<file path="config.mk">
export PLATFORM = sky130hd
export DESIGN_NAME = or_decode_top
export DESIGN_NICKNAME = d
export VERILOG_FILES = /design/src/or_decode_pkg.sv /design/src/insn_pipe_ctrl.sv /design/src/id_decoder.sv /design/src/imm_extend.sv /design/src/operand_select.sv /design/src/or_decode_top.sv
export VERILOG_INCLUDE_DIRS = /design/src
export SDC_FILE = /design/constraint.sdc
export NUM_CORES = 1
export LEC_CHECK = 0
export ABC_AREA = 1
export BUFFER_PORTS_ARGS = -buffer_cell sky130_fd_sc_hd__buf_2
export CORE_MARGIN = 4
export CORE_UTILIZATION = 55
export CTS_BUF_LIST = sky130_fd_sc_hd__clkbuf_4 sky130_fd_sc_hd__clkbuf_8
export CTS_CLUSTER_DIAMETER = 30
export DETAILED_ROUTE_END_ITERATION = 10
export HOLD_SLACK_MARGIN = 0.02
export PLACE_DENSITY = 0.89
export SKIP_LAST_GASP = 1
export SLEW_MARGIN = 20
export SYNTH_ARGS = -nofsm -noshare
export SYNTH_HDL_FRONTEND = slang
export SYNTH_HIERARCHICAL = 1
export SYNTH_SLANG_ARGS = --single-unit
export TNS_END_PERCENT = 5
</file>
<file path="constraint.sdc">
create_clock -name clk -period 2.8 [get_ports clk]
set_input_delay 0.42 -clock clk [delete_from_list [all_inputs] [get_ports clk]]
set_output_delay 0.42 -clock clk [all_outputs]
set_load 0.01 [all_outputs]
</file>
<file path="src/or_decode_settings.svh">
// ISA widths and fixed encodings shared by the decode stage
// include in any file that needs a width, the NOP word or the link register

`ifndef OR_DECODE_SETTINGS_SVH
`define OR_DECODE_SETTINGS_SVH

//////////////////////////////////////////////////////////////////////
// datapath widths
//////////////////////////////////////////////////////////////////////

// instruction word and data width
`define OR_INSN_W 32

// register file address width
`define OR_REG_AW 5

//////////////////////////////////////////////////////////////////////
// fixed encodings
//////////////////////////////////////////////////////////////////////

// jump-and-link destination
`define OR_LINK_REG 5'd9

// l.nop opcode
`define OR_NOP_OPC 6'h05

// NOP inserted by flush and bubble, bit 16 marks it as void
`define OR_NOP_INSN 32'h1541_0000

`endif

</file>
<file path="src/or_decode_pkg.sv">
// opcode encodings, instruction views and control bundles of the decode stage
// modules pull these in with a wildcard import in their header
`default_nettype none

`include "or_decode_settings.svh"

package or_decode_pkg;

	// opcodes this core implements, anything else is illegal
	typedef enum logic [5:0] {
		OPC_J     = 6'h00,
		OPC_JAL   = 6'h01,
		OPC_BNF   = 6'h03,
		OPC_BF    = 6'h04,
		OPC_NOP   = `OR_NOP_OPC,
		OPC_MOVHI = 6'h06,
		OPC_XSYNC = 6'h08,
		OPC_RFE   = 6'h09,
		OPC_JR    = 6'h11,
		OPC_JALR  = 6'h12,
		OPC_LWZ   = 6'h21,
		OPC_LBZ   = 6'h23,
		OPC_LHZ   = 6'h25,
		OPC_ADDI  = 6'h27,
		OPC_ADDIC = 6'h28,
		OPC_ANDI  = 6'h29,
		OPC_ORI   = 6'h2a,
		OPC_XORI  = 6'h2b,
		OPC_SFXXI = 6'h2f,
		OPC_SW    = 6'h35,
		OPC_SB    = 6'h36,
		OPC_SH    = 6'h37,
		OPC_ALU   = 6'h38,
		OPC_SFXX  = 6'h39
	} opcode_t;

	// register form
	typedef struct packed {
		opcode_t               opcode;
		logic [`OR_REG_AW-1:0] rd;
		logic [`OR_REG_AW-1:0] ra;
		logic [`OR_REG_AW-1:0] rb;
		logic                  rsvd_10;
		logic [3:0]            op2;
		logic                  rsvd_5;
		logic [4:0]            subop;
	} insn_reg_t;

	// immediate form
	typedef struct packed {
		opcode_t               opcode;
		logic [`OR_REG_AW-1:0] rd;
		logic [`OR_REG_AW-1:0] ra;
		logic [15:0]           imm16;
	} insn_imm_t;

	typedef union packed {
		insn_reg_t r;
		insn_imm_t i;
	} insn_t;

	typedef enum logic [3:0] {
		ALU_ADD   = 4'h0,
		ALU_ADDC  = 4'h1,
		ALU_SUB   = 4'h2,
		ALU_AND   = 4'h3,
		ALU_OR    = 4'h4,
		ALU_XOR   = 4'h5,
		ALU_MOVHI = 4'hc,
		ALU_COMP  = 4'hd,
		ALU_NOP   = 4'hf
	} alu_op_t;

	typedef enum logic [2:0] {
		BR_NOP = 3'd0,
		BR_J   = 3'd1,
		BR_JR  = 3'd2,
		BR_BF  = 3'd4,
		BR_BNF = 3'd5,
		BR_RFE = 3'd6
	} branch_op_t;

	// write-back source plus write enable in bit 0
	typedef enum logic [1:0] {
		RFWB_ALU = 2'b00,
		RFWB_LR  = 2'b01,
		RFWB_LSU = 2'b10
	} rfwb_src_t;

	typedef struct packed {
		rfwb_src_t src;
		logic      we;
	} rfwb_op_t;

	typedef enum logic [3:0] {
		LSU_NOP = 4'h0,
		LSU_LBZ = 4'h4,
		LSU_LHZ = 4'h6,
		LSU_LWZ = 4'h8,
		LSU_SB  = 4'ha,
		LSU_SH  = 4'hc,
		LSU_SW  = 4'he
	} lsu_op_t;

	typedef enum logic [1:0] {
		SEL_RF      = 2'd0,
		SEL_IMM     = 2'd1,
		SEL_EX_FORW = 2'd2,
		SEL_WB_FORW = 2'd3
	} sel_t;

	typedef struct packed {
		alu_op_t    alu_op;
		logic [3:0] alu_op2;
		logic [3:0] comp_op;
		rfwb_op_t   rfwb_op;
		branch_op_t branch_op;
		logic       illegal;
		logic       syscall;
		logic       trap;
	} ex_ctrl_t;

	typedef struct packed {
		logic id_freeze;
		logic ex_freeze;
		logic wb_freeze;
	} stall_t;

	// inactive EX control, used on reset and bubbles
	localparam ex_ctrl_t EX_CTRL_NOP = '{
		alu_op:    ALU_NOP,
		alu_op2:   4'h0,
		comp_op:   4'h0,
		rfwb_op:   '{src: RFWB_ALU, we: 1'b0},
		branch_op: BR_NOP,
		illegal:   1'b0,
		syscall:   1'b0,
		trap:      1'b0
	};

endpackage

`default_nettype wire

</file>
<file path="src/insn_pipe_ctrl.sv">
// stage registers of the decode stage with freeze, flush and bubble handling
// carries the instruction from IF through ID and EX into WB
`timescale 1ns/1ps
`default_nettype none

`include "or_decode_settings.svh"

module insn_pipe_ctrl import or_decode_pkg::*; (
	input  wire                   clk,
	input  wire                   rst_n,
	input  wire insn_t            if_insn,
	input  wire stall_t           stall,
	input  wire                   except_flush,
	input  wire                   pc_we,
	input  wire                   du_flush,
	input  wire ex_ctrl_t         id_ctrl,
	input  wire [`OR_REG_AW-1:0]  id_rf_addrw,
	input  wire                   du_hwbkpt,
	output logic                  flushpipe,
	output logic                  ex_load,
	output logic                  ex_bubble,
	output insn_t                 id_insn,
	output insn_t                 ex_insn,
	output insn_t                 wb_insn,
	output ex_ctrl_t              ex_ctrl,
	output logic [`OR_REG_AW-1:0] rf_addrw,
	output logic [`OR_REG_AW-1:0] wb_rfaddrw,
	output logic [`OR_REG_AW-1:0] rf_addra,
	output logic [`OR_REG_AW-1:0] rf_addrb,
	output logic                  rfe,
	output logic                  id_void,
	output logic                  ex_void
);

	logic     id_load;
	ex_ctrl_t ex_ctrl_nxt;

	//////////////////////////////////////////////////////////////////////
	// stage rules
	//////////////////////////////////////////////////////////////////////

	assign flushpipe = except_flush | pc_we | du_flush;
	assign id_load   = ~stall.id_freeze;
	assign ex_load   = ~stall.ex_freeze;
	// EX moves on while ID holds, so EX gets an empty slot
	assign ex_bubble = (~stall.ex_freeze & stall.id_freeze) | flushpipe;

	// register file is read while the word is still in IF
	assign rf_addra = if_insn.r.ra;
	assign rf_addrb = if_insn.r.rb;

	// inserted NOPs carry bit 16
	assign id_void = (id_insn.r.opcode == OPC_NOP) & id_insn[16];
	assign ex_void = (ex_insn.r.opcode == OPC_NOP) & ex_insn[16];

	assign rfe = (id_ctrl.branch_op == BR_RFE) | (ex_ctrl.branch_op == BR_RFE);

	// hardware breakpoint joins the trap bit on its way into EX
	always_comb begin
		ex_ctrl_nxt = id_ctrl;
		ex_ctrl_nxt.trap = id_ctrl.trap | du_hwbkpt;
	end

	//////////////////////////////////////////////////////////////////////
	// ID latch, flush wins over freeze
	//////////////////////////////////////////////////////////////////////

	always_ff @(posedge clk or negedge rst_n) begin
		if (!rst_n) begin
			id_insn <= `OR_NOP_INSN;
		end else if (flushpipe) begin
			id_insn <= `OR_NOP_INSN;
		end else if (id_load) begin
			id_insn <= if_insn;
		end
	end

	//////////////////////////////////////////////////////////////////////
	// EX registers
	//////////////////////////////////////////////////////////////////////

	always_ff @(posedge clk or negedge rst_n) begin
		if (!rst_n) begin
			ex_insn  <= `OR_NOP_INSN;
			ex_ctrl  <= EX_CTRL_NOP;
			rf_addrw <= '0;
		end else if (ex_bubble) begin
			ex_insn  <= `OR_NOP_INSN;
			ex_ctrl  <= EX_CTRL_NOP;
			rf_addrw <= '0;
		end else if (ex_load) begin
			ex_insn  <= id_insn;
			ex_ctrl  <= ex_ctrl_nxt;
			rf_addrw <= id_rf_addrw;
		end
	end

	// WB keeps its word through a flush
	always_ff @(posedge clk or negedge rst_n) begin
		if (!rst_n) begin
			wb_insn    <= `OR_NOP_INSN;
			wb_rfaddrw <= '0;
		end else if (!stall.wb_freeze) begin
			wb_insn    <= ex_insn;
			wb_rfaddrw <= rf_addrw;
		end
	end

endmodule

`default_nettype wire

</file>
<file path="src/id_decoder.sv">
// combinational decode of the ID instruction into the EX control bundle
// also gives the write address, branch and load/store ops and sel_imm
`timescale 1ns/1ps
`default_nettype none

`include "or_decode_settings.svh"

module id_decoder import or_decode_pkg::*; (
	input  wire insn_t            id_insn,
	output ex_ctrl_t              id_ctrl,
	output logic [`OR_REG_AW-1:0] id_rf_addrw,
	output branch_op_t            id_branch_op,
	output lsu_op_t               id_lsu_op,
	output logic                  sel_imm
);

	// ALU sub-ops of the absent multiplier and divider
	localparam logic [4:0] SUBOP_MUL  = 5'h06;
	localparam logic [4:0] SUBOP_DIV  = 5'h09;
	localparam logic [4:0] SUBOP_DIVU = 5'h0a;
	localparam logic [4:0] SUBOP_MULU = 5'h0b;

	opcode_t  opc;
	alu_op_t  alu_op;
	rfwb_op_t rfwb_op;
	logic     alu_muldiv;
	logic     illegal;
	logic     syscall;
	logic     trap;

	assign opc = id_insn.i.opcode;

	assign alu_muldiv = (id_insn.r.subop == SUBOP_MUL) | (id_insn.r.subop == SUBOP_MULU) |
		(id_insn.r.subop == SUBOP_DIV) | (id_insn.r.subop == SUBOP_DIVU);

	// l.sys and l.trap share XSYNC, told apart by [25:23]
	assign syscall = (opc == OPC_XSYNC) & (id_insn.i.rd[4:2] == 3'b000);
	assign trap    = (opc == OPC_XSYNC) & (id_insn.i.rd[4:2] == 3'b010);

	//////////////////////////////////////////////////////////////////////
	// ALU and write-back
	//////////////////////////////////////////////////////////////////////

	always_comb begin
		case (opc)
			OPC_MOVHI:          alu_op = ALU_MOVHI;
			OPC_ADDI:           alu_op = ALU_ADD;
			OPC_ADDIC:          alu_op = ALU_ADDC;
			OPC_ANDI:           alu_op = ALU_AND;
			OPC_ORI:            alu_op = ALU_OR;
			OPC_XORI:           alu_op = ALU_XOR;
			OPC_SFXXI, OPC_SFXX: alu_op = ALU_COMP;
			// register form passes the sub-op straight through
			OPC_ALU:            alu_op = alu_op_t'(id_insn.r.subop[3:0]);
			default:            alu_op = ALU_NOP;
		endcase
	end

	always_comb begin
		case (opc)
			OPC_JAL, OPC_JALR:
				rfwb_op = '{src: RFWB_LR, we: 1'b1};
			OPC_MOVHI, OPC_ADDI, OPC_ADDIC, OPC_ANDI, OPC_ORI, OPC_XORI, OPC_ALU:
				rfwb_op = '{src: RFWB_ALU, we: 1'b1};
			OPC_LWZ, OPC_LBZ, OPC_LHZ:
				rfwb_op = '{src: RFWB_LSU, we: 1'b1};
			default:
				rfwb_op = '{src: RFWB_ALU, we: 1'b0};
		endcase
	end

	// link goes to r9, everything else to rd
	assign id_rf_addrw = ((opc == OPC_JAL) | (opc == OPC_JALR)) ? `OR_LINK_REG : id_insn.i.rd;

	//////////////////////////////////////////////////////////////////////
	// branch, load/store, immediate use and legality
	//////////////////////////////////////////////////////////////////////

	always_comb begin
		case (opc)
			OPC_J, OPC_JAL:   id_branch_op = BR_J;
			OPC_JR, OPC_JALR: id_branch_op = BR_JR;
			OPC_BNF:          id_branch_op = BR_BNF;
			OPC_BF:           id_branch_op = BR_BF;
			OPC_RFE:          id_branch_op = BR_RFE;
			default:          id_branch_op = BR_NOP;
		endcase
	end

	always_comb begin
		case (opc)
			OPC_LWZ: id_lsu_op = LSU_LWZ;
			OPC_LBZ: id_lsu_op = LSU_LBZ;
			OPC_LHZ: id_lsu_op = LSU_LHZ;
			OPC_SW:  id_lsu_op = LSU_SW;
			OPC_SB:  id_lsu_op = LSU_SB;
			OPC_SH:  id_lsu_op = LSU_SH;
			default: id_lsu_op = LSU_NOP;
		endcase
	end

	// stores take rb as data, so no immediate on operand B
	always_comb begin
		case (opc)
			OPC_JALR, OPC_JR, OPC_RFE, OPC_XSYNC, OPC_SW, OPC_SB, OPC_SH,
			OPC_ALU, OPC_SFXX, OPC_NOP:
				sel_imm = 1'b0;
			default:
				sel_imm = 1'b1;
		endcase
	end

	always_comb begin
		case (opc)
			OPC_J, OPC_JAL, OPC_BNF, OPC_BF, OPC_NOP, OPC_MOVHI, OPC_XSYNC, OPC_RFE,
			OPC_JR, OPC_JALR, OPC_LWZ, OPC_LBZ, OPC_LHZ, OPC_ADDI, OPC_ADDIC,
			OPC_ANDI, OPC_ORI, OPC_XORI, OPC_SFXXI, OPC_SW, OPC_SB, OPC_SH, OPC_SFXX:
				illegal = 1'b0;
			OPC_ALU:
				illegal = alu_muldiv;
			default:
				illegal = 1'b1;
		endcase
	end

	assign id_ctrl = '{
		alu_op:    alu_op,
		alu_op2:   id_insn.r.op2,
		comp_op:   id_insn.r.rd[3:0],
		rfwb_op:   rfwb_op,
		branch_op: id_branch_op,
		illegal:   illegal,
		syscall:   syscall,
		trap:      trap
	};

endmodule

`default_nettype wire

</file>
<file path="src/imm_extend.sv">
// immediate extension in ID and the branch target, both carried into EX
// the EX copies follow the same load and bubble rules as the EX control
`timescale 1ns/1ps
`default_nettype none

`include "or_decode_settings.svh"

module imm_extend import or_decode_pkg::*; (
	input  wire                    clk,
	input  wire                    rst_n,
	input  wire insn_t             id_insn,
	input  wire [`OR_INSN_W-1:0]   id_pc,
	input  wire                    ex_load,
	input  wire                    ex_bubble,
	output logic [`OR_INSN_W-1:0]  id_simm,
	output logic [`OR_INSN_W-1:0]  ex_simm,
	output logic [`OR_INSN_W-3:0]  ex_branch_target
);

	logic [`OR_INSN_W-3:0] id_branch_target;

	always_comb begin
		case (id_insn.i.opcode)
			OPC_ADDI, OPC_ADDIC, OPC_LWZ, OPC_LBZ, OPC_LHZ, OPC_XORI, OPC_SFXXI:
				id_simm = {{16{id_insn.i.imm16[15]}}, id_insn.i.imm16};
			// store offset is split around rb
			OPC_SW, OPC_SB, OPC_SH:
				id_simm = {{16{id_insn.r.rd[4]}}, id_insn.r.rd, id_insn[10:0]};
			default:
				id_simm = {16'h0000, id_insn.i.imm16};
		endcase
	end

	// word target, 26-bit offset sign-extended
	assign id_branch_target = {{4{id_insn[25]}}, id_insn[25:0]} + id_pc[`OR_INSN_W-1:2];

	always_ff @(posedge clk or negedge rst_n) begin
		if (!rst_n) begin
			ex_simm          <= '0;
			ex_branch_target <= '0;
		end else if (ex_bubble) begin
			ex_simm          <= '0;
			ex_branch_target <= '0;
		end else if (ex_load) begin
			ex_simm          <= id_simm;
			ex_branch_target <= id_branch_target;
		end
	end

endmodule

`default_nettype wire

</file>
<file path="src/operand_select.sv">
// picks the source of operands A and B for the ID instruction
// EX forwarding beats WB forwarding, which beats the register file
`timescale 1ns/1ps
`default_nettype none

`include "or_decode_settings.svh"

module operand_select import or_decode_pkg::*; (
	input  wire insn_t            id_insn,
	input  wire                   sel_imm,
	input  wire [`OR_REG_AW-1:0]  rf_addrw,
	input  wire                   ex_wr,
	input  wire [`OR_REG_AW-1:0]  wb_rfaddrw,
	input  wire                   wbforw_valid,
	output sel_t                  sel_a,
	output sel_t                  sel_b
);

	// source for one register read, same rule for A and B
	function automatic sel_t fwd_src(
		input logic [`OR_REG_AW-1:0] addr,
		input logic [`OR_REG_AW-1:0] ex_addr,
		input logic                  ex_we,
		input logic [`OR_REG_AW-1:0] wb_addr,
		input logic                  wb_valid
	);
		sel_t src;
		if ((addr == ex_addr) && ex_we) begin
			src = SEL_EX_FORW;
		end else if ((addr == wb_addr) && wb_valid) begin
			src = SEL_WB_FORW;
		end else begin
			src = SEL_RF;
		end
		return src;
	endfunction

	assign sel_a = fwd_src(id_insn.r.ra, rf_addrw, ex_wr, wb_rfaddrw, wbforw_valid);

	// immediate replaces rb outright
	assign sel_b = sel_imm ? SEL_IMM :
		fwd_src(id_insn.r.rb, rf_addrw, ex_wr, wb_rfaddrw, wbforw_valid);

endmodule

`default_nettype wire

</file>
<file path="src/or_decode_top.sv">
// decode stage top, connects pipe control, decoder, immediates and forwarding
// the surrounding core drives the stalls and flushes and reads the EX bundle
`timescale 1ns/1ps
`default_nettype none

`include "or_decode_settings.svh"

module or_decode_top import or_decode_pkg::*; (
	input  wire                         clk,
	input  wire                         rst_n,
	input  wire insn_t                  if_insn,
	input  wire stall_t                 stall,
	input  wire                         except_flush,
	input  wire                         pc_we,
	input  wire                         du_flush,
	input  wire [`OR_INSN_W-1:0]        id_pc,
	input  wire                         wbforw_valid,
	input  wire                         du_hwbkpt,
	output logic                        flushpipe,
	output insn_t                       id_insn,
	output insn_t                       ex_insn,
	output insn_t                       wb_insn,
	output ex_ctrl_t                    ex_ctrl,
	output logic [`OR_REG_AW-1:0]       rf_addrw,
	output logic [`OR_REG_AW-1:0]       rf_addra,
	output logic [`OR_REG_AW-1:0]       rf_addrb,
	output logic [`OR_INSN_W-1:0]       id_simm,
	output logic [`OR_INSN_W-1:0]       ex_simm,
	output logic [`OR_INSN_W-3:0]       ex_branch_target,
	output branch_op_t                  id_branch_op,
	output lsu_op_t                     id_lsu_op,
	output sel_t                        sel_a,
	output sel_t                        sel_b,
	output logic                        rfe,
	output logic                        id_void,
	output logic                        ex_void
);

	ex_ctrl_t              id_ctrl;
	logic [`OR_REG_AW-1:0] id_rf_addrw;
	logic [`OR_REG_AW-1:0] wb_rfaddrw;
	logic                  sel_imm;
	logic                  ex_load;
	logic                  ex_bubble;

	insn_pipe_ctrl i_pipe (
		.clk, .rst_n, .if_insn, .stall, .except_flush, .pc_we, .du_flush,
		.id_ctrl, .id_rf_addrw, .du_hwbkpt, .flushpipe, .ex_load, .ex_bubble,
		.id_insn, .ex_insn, .wb_insn, .ex_ctrl, .rf_addrw, .wb_rfaddrw,
		.rf_addra, .rf_addrb, .rfe, .id_void, .ex_void
	);

	id_decoder i_dec (
		.id_insn, .id_ctrl, .id_rf_addrw, .id_branch_op, .id_lsu_op, .sel_imm
	);

	imm_extend i_imm (
		.clk, .rst_n, .id_insn, .id_pc, .ex_load, .ex_bubble,
		.id_simm, .ex_simm, .ex_branch_target
	);

	// EX write enable gates forwarding from EX
	operand_select i_opsel (
		.id_insn, .sel_imm, .rf_addrw, .ex_wr(ex_ctrl.rfwb_op.we),
		.wb_rfaddrw, .wbforw_valid, .sel_a, .sel_b
	);

endmodule

`default_nettype wire

</file>
==> results of run 1 <==
## routing by layer
| layer | routed length, um | global-route usage, % |
|---|---|---|
| met5 | 0 | 0 |
| met4 | 953 | 9.332 |
| met3 | 2563 | 5.178 |
| met2 | 17200 | 51.90 |
| met1 | 14720 | 41.39 |
## where the power goes
part	switching, uW	internal, uW
Combinational	434	199
Sequential	33.5	2540
Clock	1140	788
Total	1600	3520
## critical path: stages (launching register included)
cell and delay (ns):
dfstp_2 0.64, inv_1 0.10, nand2_1 0.10, nor2_1 0.08, nand2_1 0.12, nand2_1 0.08, nor3_2 0.21, nor2b_4 0.18
inv_1 0.05, nand2_1 0.07, buf_2 0.14
## repair_timing
action                     CTS  global route
hold buffers                 1             0
hold endpoints to repair    57             0
gates resized for setup      0             6
buffers inserted             0             1
setup endpoints to repair    0            19
## state kept, by name (all words and copies together), names as in the netlist
register,cells
i_pipe/ex_ctrl,21
i_pipe/rf_addrw,5
i_pipe/ex_insn,32
i_imm/ex_branch_target,30
i_pipe/wb_rfaddrw,5
i_pipe/wb_insn,32
i_pipe/id_insn,32
i_imm/ex_simm,17
## final cells by class
| class | instances | area [um^2] | share of cell area (%) |
|---|---|---|---|
| multi-input cells | 1028 | 5224 | 40.40 |
| inverters | 199 | 750.7 | 5.807 |
| diodes | 1 | 2.502 | 0.01936 |
| clock buffers | 17 | 234.0 | 1.810 |
| flip-flops and latches | 174 | 4380 | 33.88 |
| repair buffers | 338 | 1795 | 13.89 |
| well taps | 265 | 331.6 | 2.565 |
| clock inverters | 15 | 210.2 | 1.626 |
## metrics by stage
step	setup TNS, ns	instances	worst slack [ns]
2_1_floorplan	0	1520	0.1132
3_3_place_gp	0	2002	0.5539
3_5_place_dp	0	2002	0.4880
4_1_cts	0	2035	0.03860
5_1_grt	-0.09003	2037	-0.03412
6_report	0	2037	0.1372
## cell families (layout without fill, tap and decap cells)
kind of cell / after synthesis / in the layout / synth area share [%]
and+or+nand+nor: 828 / 828 / 32.65
buffers and inverters: 318 / 569 / 14.24
DFF: 174 / 174 / 39.21
AOI/OAI and AO/OA: 134 / 134 / 6.948
muxes: 33 / 33 / 3.328
adders and majority gates: 30 / 30 / 3.429
xor gates and xnor gates: 2 / 2 / 0.1569
other: 1 / 2 / 0.03359
## placed cells by master (no fill, tap or decap), drive strengths merged
cell type      n
nand2        463
buf          337
inv          205
nor2         172
nand3        159
dfrtp        155
a21oi         65
o21ai         43
mux2          33
ha            29
dfstp         19
clkbuf        17
a22o          17
nand4          9
clkinv         8
nor3           8
or2            7
nand3b         5
o21bai         4
nor4           2
xor2           2
and2           2
o22ai          2
diode          1
bufinv         1
dlygate4sd3    1
o21a           1
nor2b          1
conb           1
a21o           1
a31oi          1
fa             1
## worst min-delay path by stage
stage / from / slack (ns) / endpoint
after floorplan: rst_n / 0.12 / i_imm/ex_branch_target[0]
after global placement: rst_n / 0.44 / i_pipe/id_insn[23]
after CTS: if_insn[24] / 0.14 / i_pipe/id_insn[24]
final: if_insn[24] / 0.17 / i_pipe/id_insn[24]
after detailed placement: rst_n / 0.45 / i_pipe/id_insn[23]
after global routing: if_insn[24] / 0.15 / i_pipe/id_insn[24]
==> run_results.csv, run 1 <==
group,metric,value,unit
run_status,status,"finished clean",
die,ios,315,
yosys,synthFlopType,"dfrtp_1",
yosys,synth_top_cells_by_area,"dfrtp_1 35%, nand2_1 15%, inv_1 6.3%",
layout,final_util,65.57,%
yosys,syn_area_per_cell,7.345,um^2
yosys,async_flop_share,100.0,%
clock_network,cts_buffer_depth,2,
layout,nFillCells,1702,
pwr,powerDensity,396.6,nW/um^2
clock_network,cts.sink_count,174,
die,rows,51,
routing,ant_nets,0,
clock_network,cts-root-buf,"clkbuf_8",
die,die_area,22640,um^2
die,die_h,150.5,um
timing,finalHoldWorstSlack,0.1696,ns
timing,maxSlewHeadroom,34.13,%
routing,wirelength,35.44,mm
place,dp_hpwl,27.20,mm
routing,num_vias,10707,
timing,final_hold_viol_count,0,
worst_setup_path,r2r_slack,0.59,ns
clock_network,cts_inserted_buffers,17,
yosys,synth_warnings,6,
routing,wl_per_cell,17.40,um
global_route,overflow,0,
worst_setup_path,worstRegToRegCells,13,
layout,nets,1862,
worst_setup_path,path_max_fanout,8,
worst_setup_path,r2r_end,"i_imm/ex_branch_target[24]",
yosys,synth_fp_nets,1624,
worst_setup_path,startpoint,"i_pipe/id_insn[28]",
global_route,grt_pass1_vias,9965,
timing,rsz0062_at_grt,"yes",
timing,tightest_slew,0.9880,ns
die,core,19720,um^2
yosys,synth_top_cells_by_count,"444 x nand2_1, 187 x inv_1, 158 x nor2_1, 155 x dfrtp_1, 133 x nand3_1",
routing,drtPass1Iterations,5,
worst_setup_path,crit-reg2reg-launch,"i_pipe/id_insn[0]",
clock_network,insertion_delay,0.47,ns
pwr,power.leakage,0.007569,uW
clock_network,cts_max_level,4,
global_route,antenna_found_initial,1,
worst_setup_path,worstSetupStartpointType,"flop",
routing,viasPerCell,5.256,
pwr,irDropWorstVdd,0.0003384,V
global_route,grt_pass1_wl,54.38,mm
timing,fmax,375.5,MHz
layout,synthToLayoutAreaGrowth,15.80,%
run,drv_cap,0,
worst_setup_path,arrival,2.24,ns
worst_setup_path,end_kind,"output port",
clock_network,cts_tree,"built",
timing,fin_crit_sh,95.10,%
timing,min_period,2.663,ns
place,dpl-instance-area,12450,um^2
routing,drcViolationCount,0,
hold_path,hold_depth,3,
yosys,synth_top_area_share,34.74,%
yosys,yosysUniqueCellTypes,50,
global_route,grt_usage,30.98,%
worst_setup_path,required,2.38,ns
yosys,synthesis.area,11160,um^2
worst_setup_path,critical_path_class,"reg2out",
yosys,seq_area_frac_synth,39.21,%
place,port_buffers,311,
routing,drtIter0Drc,763,
timing,skew,0.01800,ns
pwr,power,5127,uW
yosys,synth_edf_count,0,
die,initial_utilization,56.62,%
yosys,syn_inst,1520,
yosys,ys_seq_elements,174,
timing,setup_viol,0,
timing,drv_slew,0,
global_route,grt_max_degree,65,
layout,layout-drive-gt1-share,27.67,%
yosys,synth_top_cell_by_area,"dfrtp_1",
hold_path,hold_path_class,"in2reg",
place,place.gp.congestion,0.9817,
layout,final_area,12930,um^2
yosys,yosysMostFrequentCell,"nand2_1",
worst_setup_path,endpoint,"sel_b[0]",
clock_network,clk_pin_slew,0.11,ns
die,die_x,150.5,um
Note: power is estimated with default switching activity, not from simulation.
==> run 2, diff against run 1 <==
--- a/config.mk
+++ b/config.mk
@@ -6,19 +6,17 @@
 export SDC_FILE = /design/constraint.sdc
 export NUM_CORES = 1
 export LEC_CHECK = 0
-export ABC_AREA = 1
 export BUFFER_PORTS_ARGS = -buffer_cell sky130_fd_sc_hd__buf_2
 export CORE_MARGIN = 4
-export CORE_UTILIZATION = 55
+export CORE_UTILIZATION = 52
 export CTS_BUF_LIST = sky130_fd_sc_hd__clkbuf_4 sky130_fd_sc_hd__clkbuf_8
 export CTS_CLUSTER_DIAMETER = 30
 export DETAILED_ROUTE_END_ITERATION = 10
 export HOLD_SLACK_MARGIN = 0.02
-export PLACE_DENSITY = 0.89
+export PLACE_DENSITY = 0.88
 export SKIP_LAST_GASP = 1
 export SLEW_MARGIN = 20
 export SYNTH_ARGS = -nofsm -noshare
 export SYNTH_HDL_FRONTEND = slang
-export SYNTH_HIERARCHICAL = 1
 export SYNTH_SLANG_ARGS = --single-unit
 export TNS_END_PERCENT = 5
==> run 2 against run 1 <==
Global-route usage decreased by 2.7 points. Flip-flop and latch count decreased by 17. Clock power decreased by 12%. Design area shrank 17%. Final cell count decreased by 33%. Sequential power decreased by 10%. Clock skew fell by 0.0060 ns. Combinational power shrank 14%. Register-to-register slack worse by 0.49 ns. Critical path type is now reg2reg. Largest cell class unchanged. Largest power group unchanged.
==> run_results.csv, run 2 <==
group,metric,value,unit
layout,reg.largest.list,"i_pipe.id_insn (32), i_pipe.wb_insn (32), i_imm.ex_branch_target (30)",
yosys,synth_top_cells_by_count,"138 x dfrtp_1, 83 x nand2_1, 70 x buf_4, 60 x nor2_1, 46 x o21ai_0",
global_route,grt_usage,28.30,%
layout,nets,1239,
layout,num_antenna_cells,0,
global_route,overflow,0,
timing,maxSlewHeadroom,42.54,%
yosys,synth_top_cells_by_area,"dfrtp_1 39%, buf_4 5.9%, dfstp_2 5.6%",
layout,multi_input_area,4110,um^2
routing,ant_nets,0,
yosys,synthesis.area,8879,um^2
routing,drt-met1-wl,11.35,mm
routing,wl_per_cell,20.35,um
die,rows,47,
yosys,synth_top_area_share,38.90,%
yosys,synthAdderAreaFrac,4.312,%
worst_setup_path,arrival,3.09,ns
worst_setup_path,required,3.19,ns
run,drv_cap,0,
routing,drcViolationCount,0,
yosys,synthFlopType,"dfrtp_1",
timing,min_period,2.705,ns
die,initial_utilization,53.35,%
routing,wirelength,27.84,mm
timing,finalHoldWorstSlack,0.1941,ns
layout,layout_commonest_cell,"buf_2",
timing,fin_crit_sh,96.59,%
place,dp_hpwl,21.15,mm
timing,drv_slew,0,
routing,highest_layer,"met4",
yosys,synth_edf_count,0,
timing,setup_viol,0,
clock_network,cts_inserted_buffers,17,
run_status,status,"finished clean",
place,post-place-ws,-0.1686,ns
yosys,synth_warnings,0,
place,place.gp.congestion,0.9664,
yosys,synth-xor-area-share,4.834,%
global_route,grt_pass1_wl,43.11,mm
yosys,syn_inst,871,
global_route,antenna_found_initial,0,
clock_network,cts_max_level,4,
yosys,yosysMostFrequentCell,"dfrtp_1",
timing,final_hold_viol_count,0,
yosys,syn_area_per_cell,10.19,um^2
clock_network,clk_pin_slew,0.10,ns
yosys,yosysUniqueCellTypes,71,
clock_network,cts.sink_count,157,
timing,setup_slack,0.09542,ns
layout,final_util,64.78,%
yosys,synth-simple-area-share,11.15,%
timing,rsz0062_at_grt,"yes",
routing,drtIter0Drc,561,
yosys,synth_fp_nets,975,
worst_setup_path,worstSetupStartpointType,"flop",
yosys,synth_compound_area_share,16.74,%
layout,layout-drive-gt1-share,41.72,%
clock_network,cts_tree,"built",
worst_setup_path,end_kind,"flop",
timing,fin_tns_setup,0,ns
place,port_buffers,311,
clock_network,cts-root-buf,"clkbuf_8",
layout,nFillCells,1351,
routing,dr_wl_met2,13.56,mm
yosys,seq_area_frac_synth,44.52,%
pwr,irDropWorstVdd,0.0002667,V
die,die_h,138.7,um
die,core,16640,um^2
die,ios,315,
layout,synthToLayoutAreaGrowth,21.43,%
yosys,async_flop_share,100.0,%
timing,skew,0.01203,ns
routing,wl_met3,2.262,mm
yosys,synth_top_cell_by_area,"dfrtp_1",
layout,regArea,3959,um^2
yosys,ys_seq_elements,157,
yosys,synthMuxAreaShare,8.808,%
clock_network,insertion_delay,0.46,ns
global_route,grt_pass1_vias,7552,
worst_setup_path,critical_path_class,"reg2reg",
routing,drtPass1Iterations,5,
die,die_x,138.7,um
die,die_area,19230,um^2
timing,fmax,369.7,MHz
routing,num_vias,7816,
pwr,powerDensity,420.6,nW/um^2
pwr,power.leakage,0.005945,uW
yosys,synth_top_family_by_area,"compound AO/OA/AOI/OAI gates",
hold_path,hold_path_class,"in2reg",
layout,mostFrequentLayoutCells,"310 x buf_2, 136 x dfrtp_1, 83 x nand2_1",
clock_network,cts_buffer_depth,2,
worst_setup_path,path_max_fanout,6,
timing,tightest_slew,0.8619,ns
routing,viasPerCell,5.713,
global_route,grt_max_degree,78,
## run 2: cells by family after synthesis
logic type / after synthesis
DFF: 157
adders and majority gates: 30
buffers and inverters: 133
and+or+nand+nor: 214
muxes: 73
xor gates and xnor gates: 49
other: 1
AOI/OAI and AO/OA: 214
## run 2: layer usage
metal  up-vias  track usage [%]
met5         -                0
li1       3554                -
met4         0            9.887
met3        47            5.897
met1      3817            37.11
met2       398            46.97
## run 2: final cells by class
type                    count  share of cell area (%)
multi-input cells         581                   38.12
flip-flops and latches    157                   36.72
clock inverters            15                   1.474
repair buffers            365                   18.51
well taps                 220                   2.553
inverters                  13                  0.4526
clock buffers              17                   2.170
## run 2: path summary, 6_finish.rpt
path	from	end	slack, ns	cells past startpoint
setup / recovery	i_pipe.id_insn[1]	i_imm.ex_branch_target[23]	0.1	10
hold / removal	if_insn[26]	i_pipe.id_insn[26]	0.19	3
setup reg to reg	i_pipe.id_insn[1]	i_imm.ex_branch_target[23]	0.1	10
hold reg to reg	i_imm.ex_branch_target[9]	i_imm.ex_branch_target[9]	0.48	2
max in group asynchronous	rst_n	i_pipe.id_insn[22]	1.50	3
min in group asynchronous	rst_n	i_pipe.wb_insn[2]	0.56	2
## run 2: through the flow
step / power (uW) / cell area (um^2) / std cells
6_report: 4534 / 10780 / 1368
5_1_grt: 4722 / 10780 / 1368
3_3_place_gp: 2873 / 10330 / 1333
4_1_cts: 4554 / 10740 / 1366
3_5_place_dp: 2883 / 10330 / 1333
2_1_floorplan: 2666 / 8879 / 871
## run 2: report_power, final
| part | internal, uW | switching (uW) |
|---|---|---|
| logic | 215 | 331 |
| clock network | 734 | 946 |
| registers | 2290 | 21.8 |
| total | 3240 | 1300 |
## run 2: critical path: stages, from the launching register on
cell	delay, ns
dfrtp_1	0.38
buf_4	0.16
ha_1	0.28
a21o_2	0.13
nand4_1	0.16
a21oi_2	0.25
o21ai_2	0.09
o2bb2ai_2	0.14
o41a_1	0.46
or4_1	0.49
nand3_1	0.09
## run 2: timing repair
item | in CTS | in global routing
hold buffers | 1 | 0
pin swaps | 0 | 4
gates resized for setup | 1 | 13
hold endpoints to repair | 62 | 0
buffers inserted | 0 | 2
setup endpoints to repair | 20 | 30
==> run 3, diff against run 2 <==
--- a/config.mk
+++ b/config.mk
@@ -7,8 +7,10 @@
 export NUM_CORES = 1
 export LEC_CHECK = 0
 export BUFFER_PORTS_ARGS = -buffer_cell sky130_fd_sc_hd__buf_2
+export CELL_PAD_IN_SITES_DETAIL_PLACEMENT = 0
+export CELL_PAD_IN_SITES_GLOBAL_PLACEMENT = 2
 export CORE_MARGIN = 4
-export CORE_UTILIZATION = 52
+export CORE_UTILIZATION = 31
 export CTS_BUF_LIST = sky130_fd_sc_hd__clkbuf_4 sky130_fd_sc_hd__clkbuf_8
 export CTS_CLUSTER_DIAMETER = 30
 export DETAILED_ROUTE_END_ITERATION = 10
==> run 3 against run 2 <==
Register-to-register slack gained 0.02 ns. Die area grew 63%. Critical endpoint is now i_imm.ex_branch_target[24]. Highest routed layer is now met5. Non-clock buffer count grew 4.
==> run_results.csv, run 3 (synthesized netlist as in run 2, its figures left out) <==
group,metric,value,unit
run_status,status,"finished clean",
timing,tightest_slew,0.8955,ns
timing,rsz0062_at_grt,"yes",
run,drv_cap,0,
die,rows,61,
timing,finalHoldWorstSlack,0.1652,ns
timing,skew,0.02144,ns
routing,viasPerCell,4.912,
layout,regArea,3954,um^2
clock_network,cts_setup_buffers,0,
timing,setup_slack,0.1163,ns
layout,synthToLayoutAreaGrowth,24.07,%
worst_setup_path,worst_path_dominant_cell_family,"compound AO/OA/AOI/OAI gates",
worst_setup_path,critical_path_class,"reg2reg",
worst_setup_path,worstSetupStartpointType,"flop",
global_route,overflow,0,
layout,layout_commonest_cell,"buf_2",
timing,drv_slew,0,
worst_setup_path,end_kind,"flop",
clock_network,cts_inserted_buffers,17,
routing,wirelength,30.14,mm
worst_setup_path,arrival,3.06,ns
routing,drtIter0Drc,407,
layout,nets,1243,
clock_network,cts_buffer_depth,2,
place,place.gp.congestion,0.9101,
layout,mostFrequentLayoutCells,"310 x buf_2, 137 x dfrtp_1, 83 x nand2_1",
timing,fin_crit_sh,95.85,%
die,ios,315,
layout,layout-drive-gt1-share,41.67,%
die,die_x,177.2,um
clock_network,cts_tree,"built",
die,die_area,31410,um^2
clock_network,insertion_delay,0.47,ns
clock_network,cts_max_level,4,
routing,drcViolationCount,0,
die,die_h,177.2,um
global_route,grt_usage,18.88,%
timing,fmax,372.6,MHz
die,initial_utilization,31.70,%
routing,wl_per_cell,19.68,um
place,post-place-ws,-0.1815,ns
global_route,grt_pass1_vias,7481,
layout,multi_input_area,4103,um^2
die,core,28010,um^2
clock_network,cts-root-buf,"clkbuf_8",
worst_setup_path,worstPathCellList,"ha_1 -> inv_1 -> fa_1 -> and2b_1 -> o211ai_1 -> a31o_2 -> o41a_1 -> a31oi_4 -> a21oi_1 -> xor2_1 -> o21ai_0",
pwr,irDropWorstVdd,0.0002807,V
timing,setup_viol,0,
global_route,grt_max_degree,60,
worst_setup_path,cpMaxStageDelayCell,"dfrtp_1",
place,port_buffers,311,
place,dp_hpwl,23.00,mm
timing,maxSlewHeadroom,40.30,%
routing,num_vias,7520,
routing,ant_nets,0,
layout,nFillCells,2885,
worst_setup_path,worst-path-buf-inv,1,
worst_setup_path,path_max_fanout,3,
clock_network,cts.sink_count,157,
clock_network,clk_pin_slew,0.11,ns
hold_path,hold_path_class,"in2reg",
timing,min_period,2.684,ns
timing,final_hold_viol_count,0,
pwr,power.leakage,0.005979,uW
layout,reg.largest.list,"i_pipe.id_insn (32), i_pipe.wb_insn (32), i_imm.ex_branch_target (30)",
routing,drtPass1Iterations,5,
worst_setup_path,max_stage_delay,0.37,ns
global_route,grt_pass1_wl,45.71,mm
pwr,powerDensity,426.5,nW/um^2
worst_setup_path,required,3.17,ns
global_route,antenna_found_initial,2,
==> run 3: cell types whose count changed in the layout (fill, tap and decap cells not counted), moves of 2 or more <==
cell | before | now
buf_4 | 51 | 55
clkinv_2 | 2 | 0
clkinv_4 | 3 | 0
inv_6 | 6 | 4
inv_8 | 0 | 7
o21ai_0 | 43 | 45
o21ai_1 | 4 | 2
==> run 3: final timing paths <==
| path | start | cells past startpoint | to | slack [ns] |
|---|---|---|---|---|
| worst max-delay path | i_pipe.id_insn[0] | 11 | i_imm.ex_branch_target[24] | 0.12 |
| worst min-delay path | if_insn[26] | 3 | i_pipe.id_insn[26] | 0.17 |
| worst max register to register | i_pipe.id_insn[0] | 11 | i_imm.ex_branch_target[24] | 0.12 |
| worst min register to register | i_pipe.ex_ctrl[0] | 2 | i_pipe.ex_ctrl[0] | 0.49 |
| max in group asynchronous | rst_n | 3 | i_pipe.wb_insn[28] | 1.48 |
| min in group asynchronous | rst_n | 2 | i_imm.ex_branch_target[8] | 0.46 |
==> run 3: where the power goes <==
part           internal [uW]  switching (uW)  leakage, uW  total (uW)
logic                    217             334      0.00365         550
registers               2290            18.8      0.00212        2310
clock network            774            1070     0.000208        1840
total                   3280            1420      0.00598        4700
==> run 3: worst min-delay path: stages <==
cell	delay [ns]
buf_2	0.08
mux2i_1	0.05
nand2_1	0.06
==> run 3: metal layers <==
metal	share of wire [%]	routed length (um)	track usage, %
met5	0.043	13	0
met4	0.98	296	4.288
met3	5.7	1707	3.012
met2	47	14270	30.41
met1	46	13850	26.83
==> run 3: final cells by class <==
class / instances / share of cell area [%]
multi-input combinational: 581 / 37.24
timing repair buffer: 369 / 18.39
inverter: 13 / 0.4430
clock inverter: 14 / 1.522
sequential: 157 / 35.89
tap: 378 / 4.293
antenna: 1 / 0.02272
clock buffer: 18 / 2.192
==> run 3: what timing repair did <==
action / in CTS / in global routing
resized for setup: 1 / 5
hold buffers: 1 / 0
endpoints found under the hold margin: 54 / 0
pin swaps: 2 / 2
endpoints found under the setup margin: 9 / 27
==> run 3: metrics by stage <==
| step | TNS (ns) | area (um^2) | utilization (%) | total power (uW) | std cells |
|---|---|---|---|---|---|
| 5_1_grt | -0.1199 | 11020 | 39.33 | 4916 | 1531 |
| 4_1_cts | -0.004640 | 11000 | 39.27 | 4771 | 1530 |
| 6_report | 0 | 11020 | 39.33 | 4698 | 1531 |
| 3_5_place_dp | -0.4897 | 10570 | 37.74 | 2897 | 1497 |
| 3_3_place_gp | -0.3244 | 10570 | 37.74 | 2897 | 1497 |
| 2_1_floorplan | 0 | 8879 | - | 2666 | 871 |
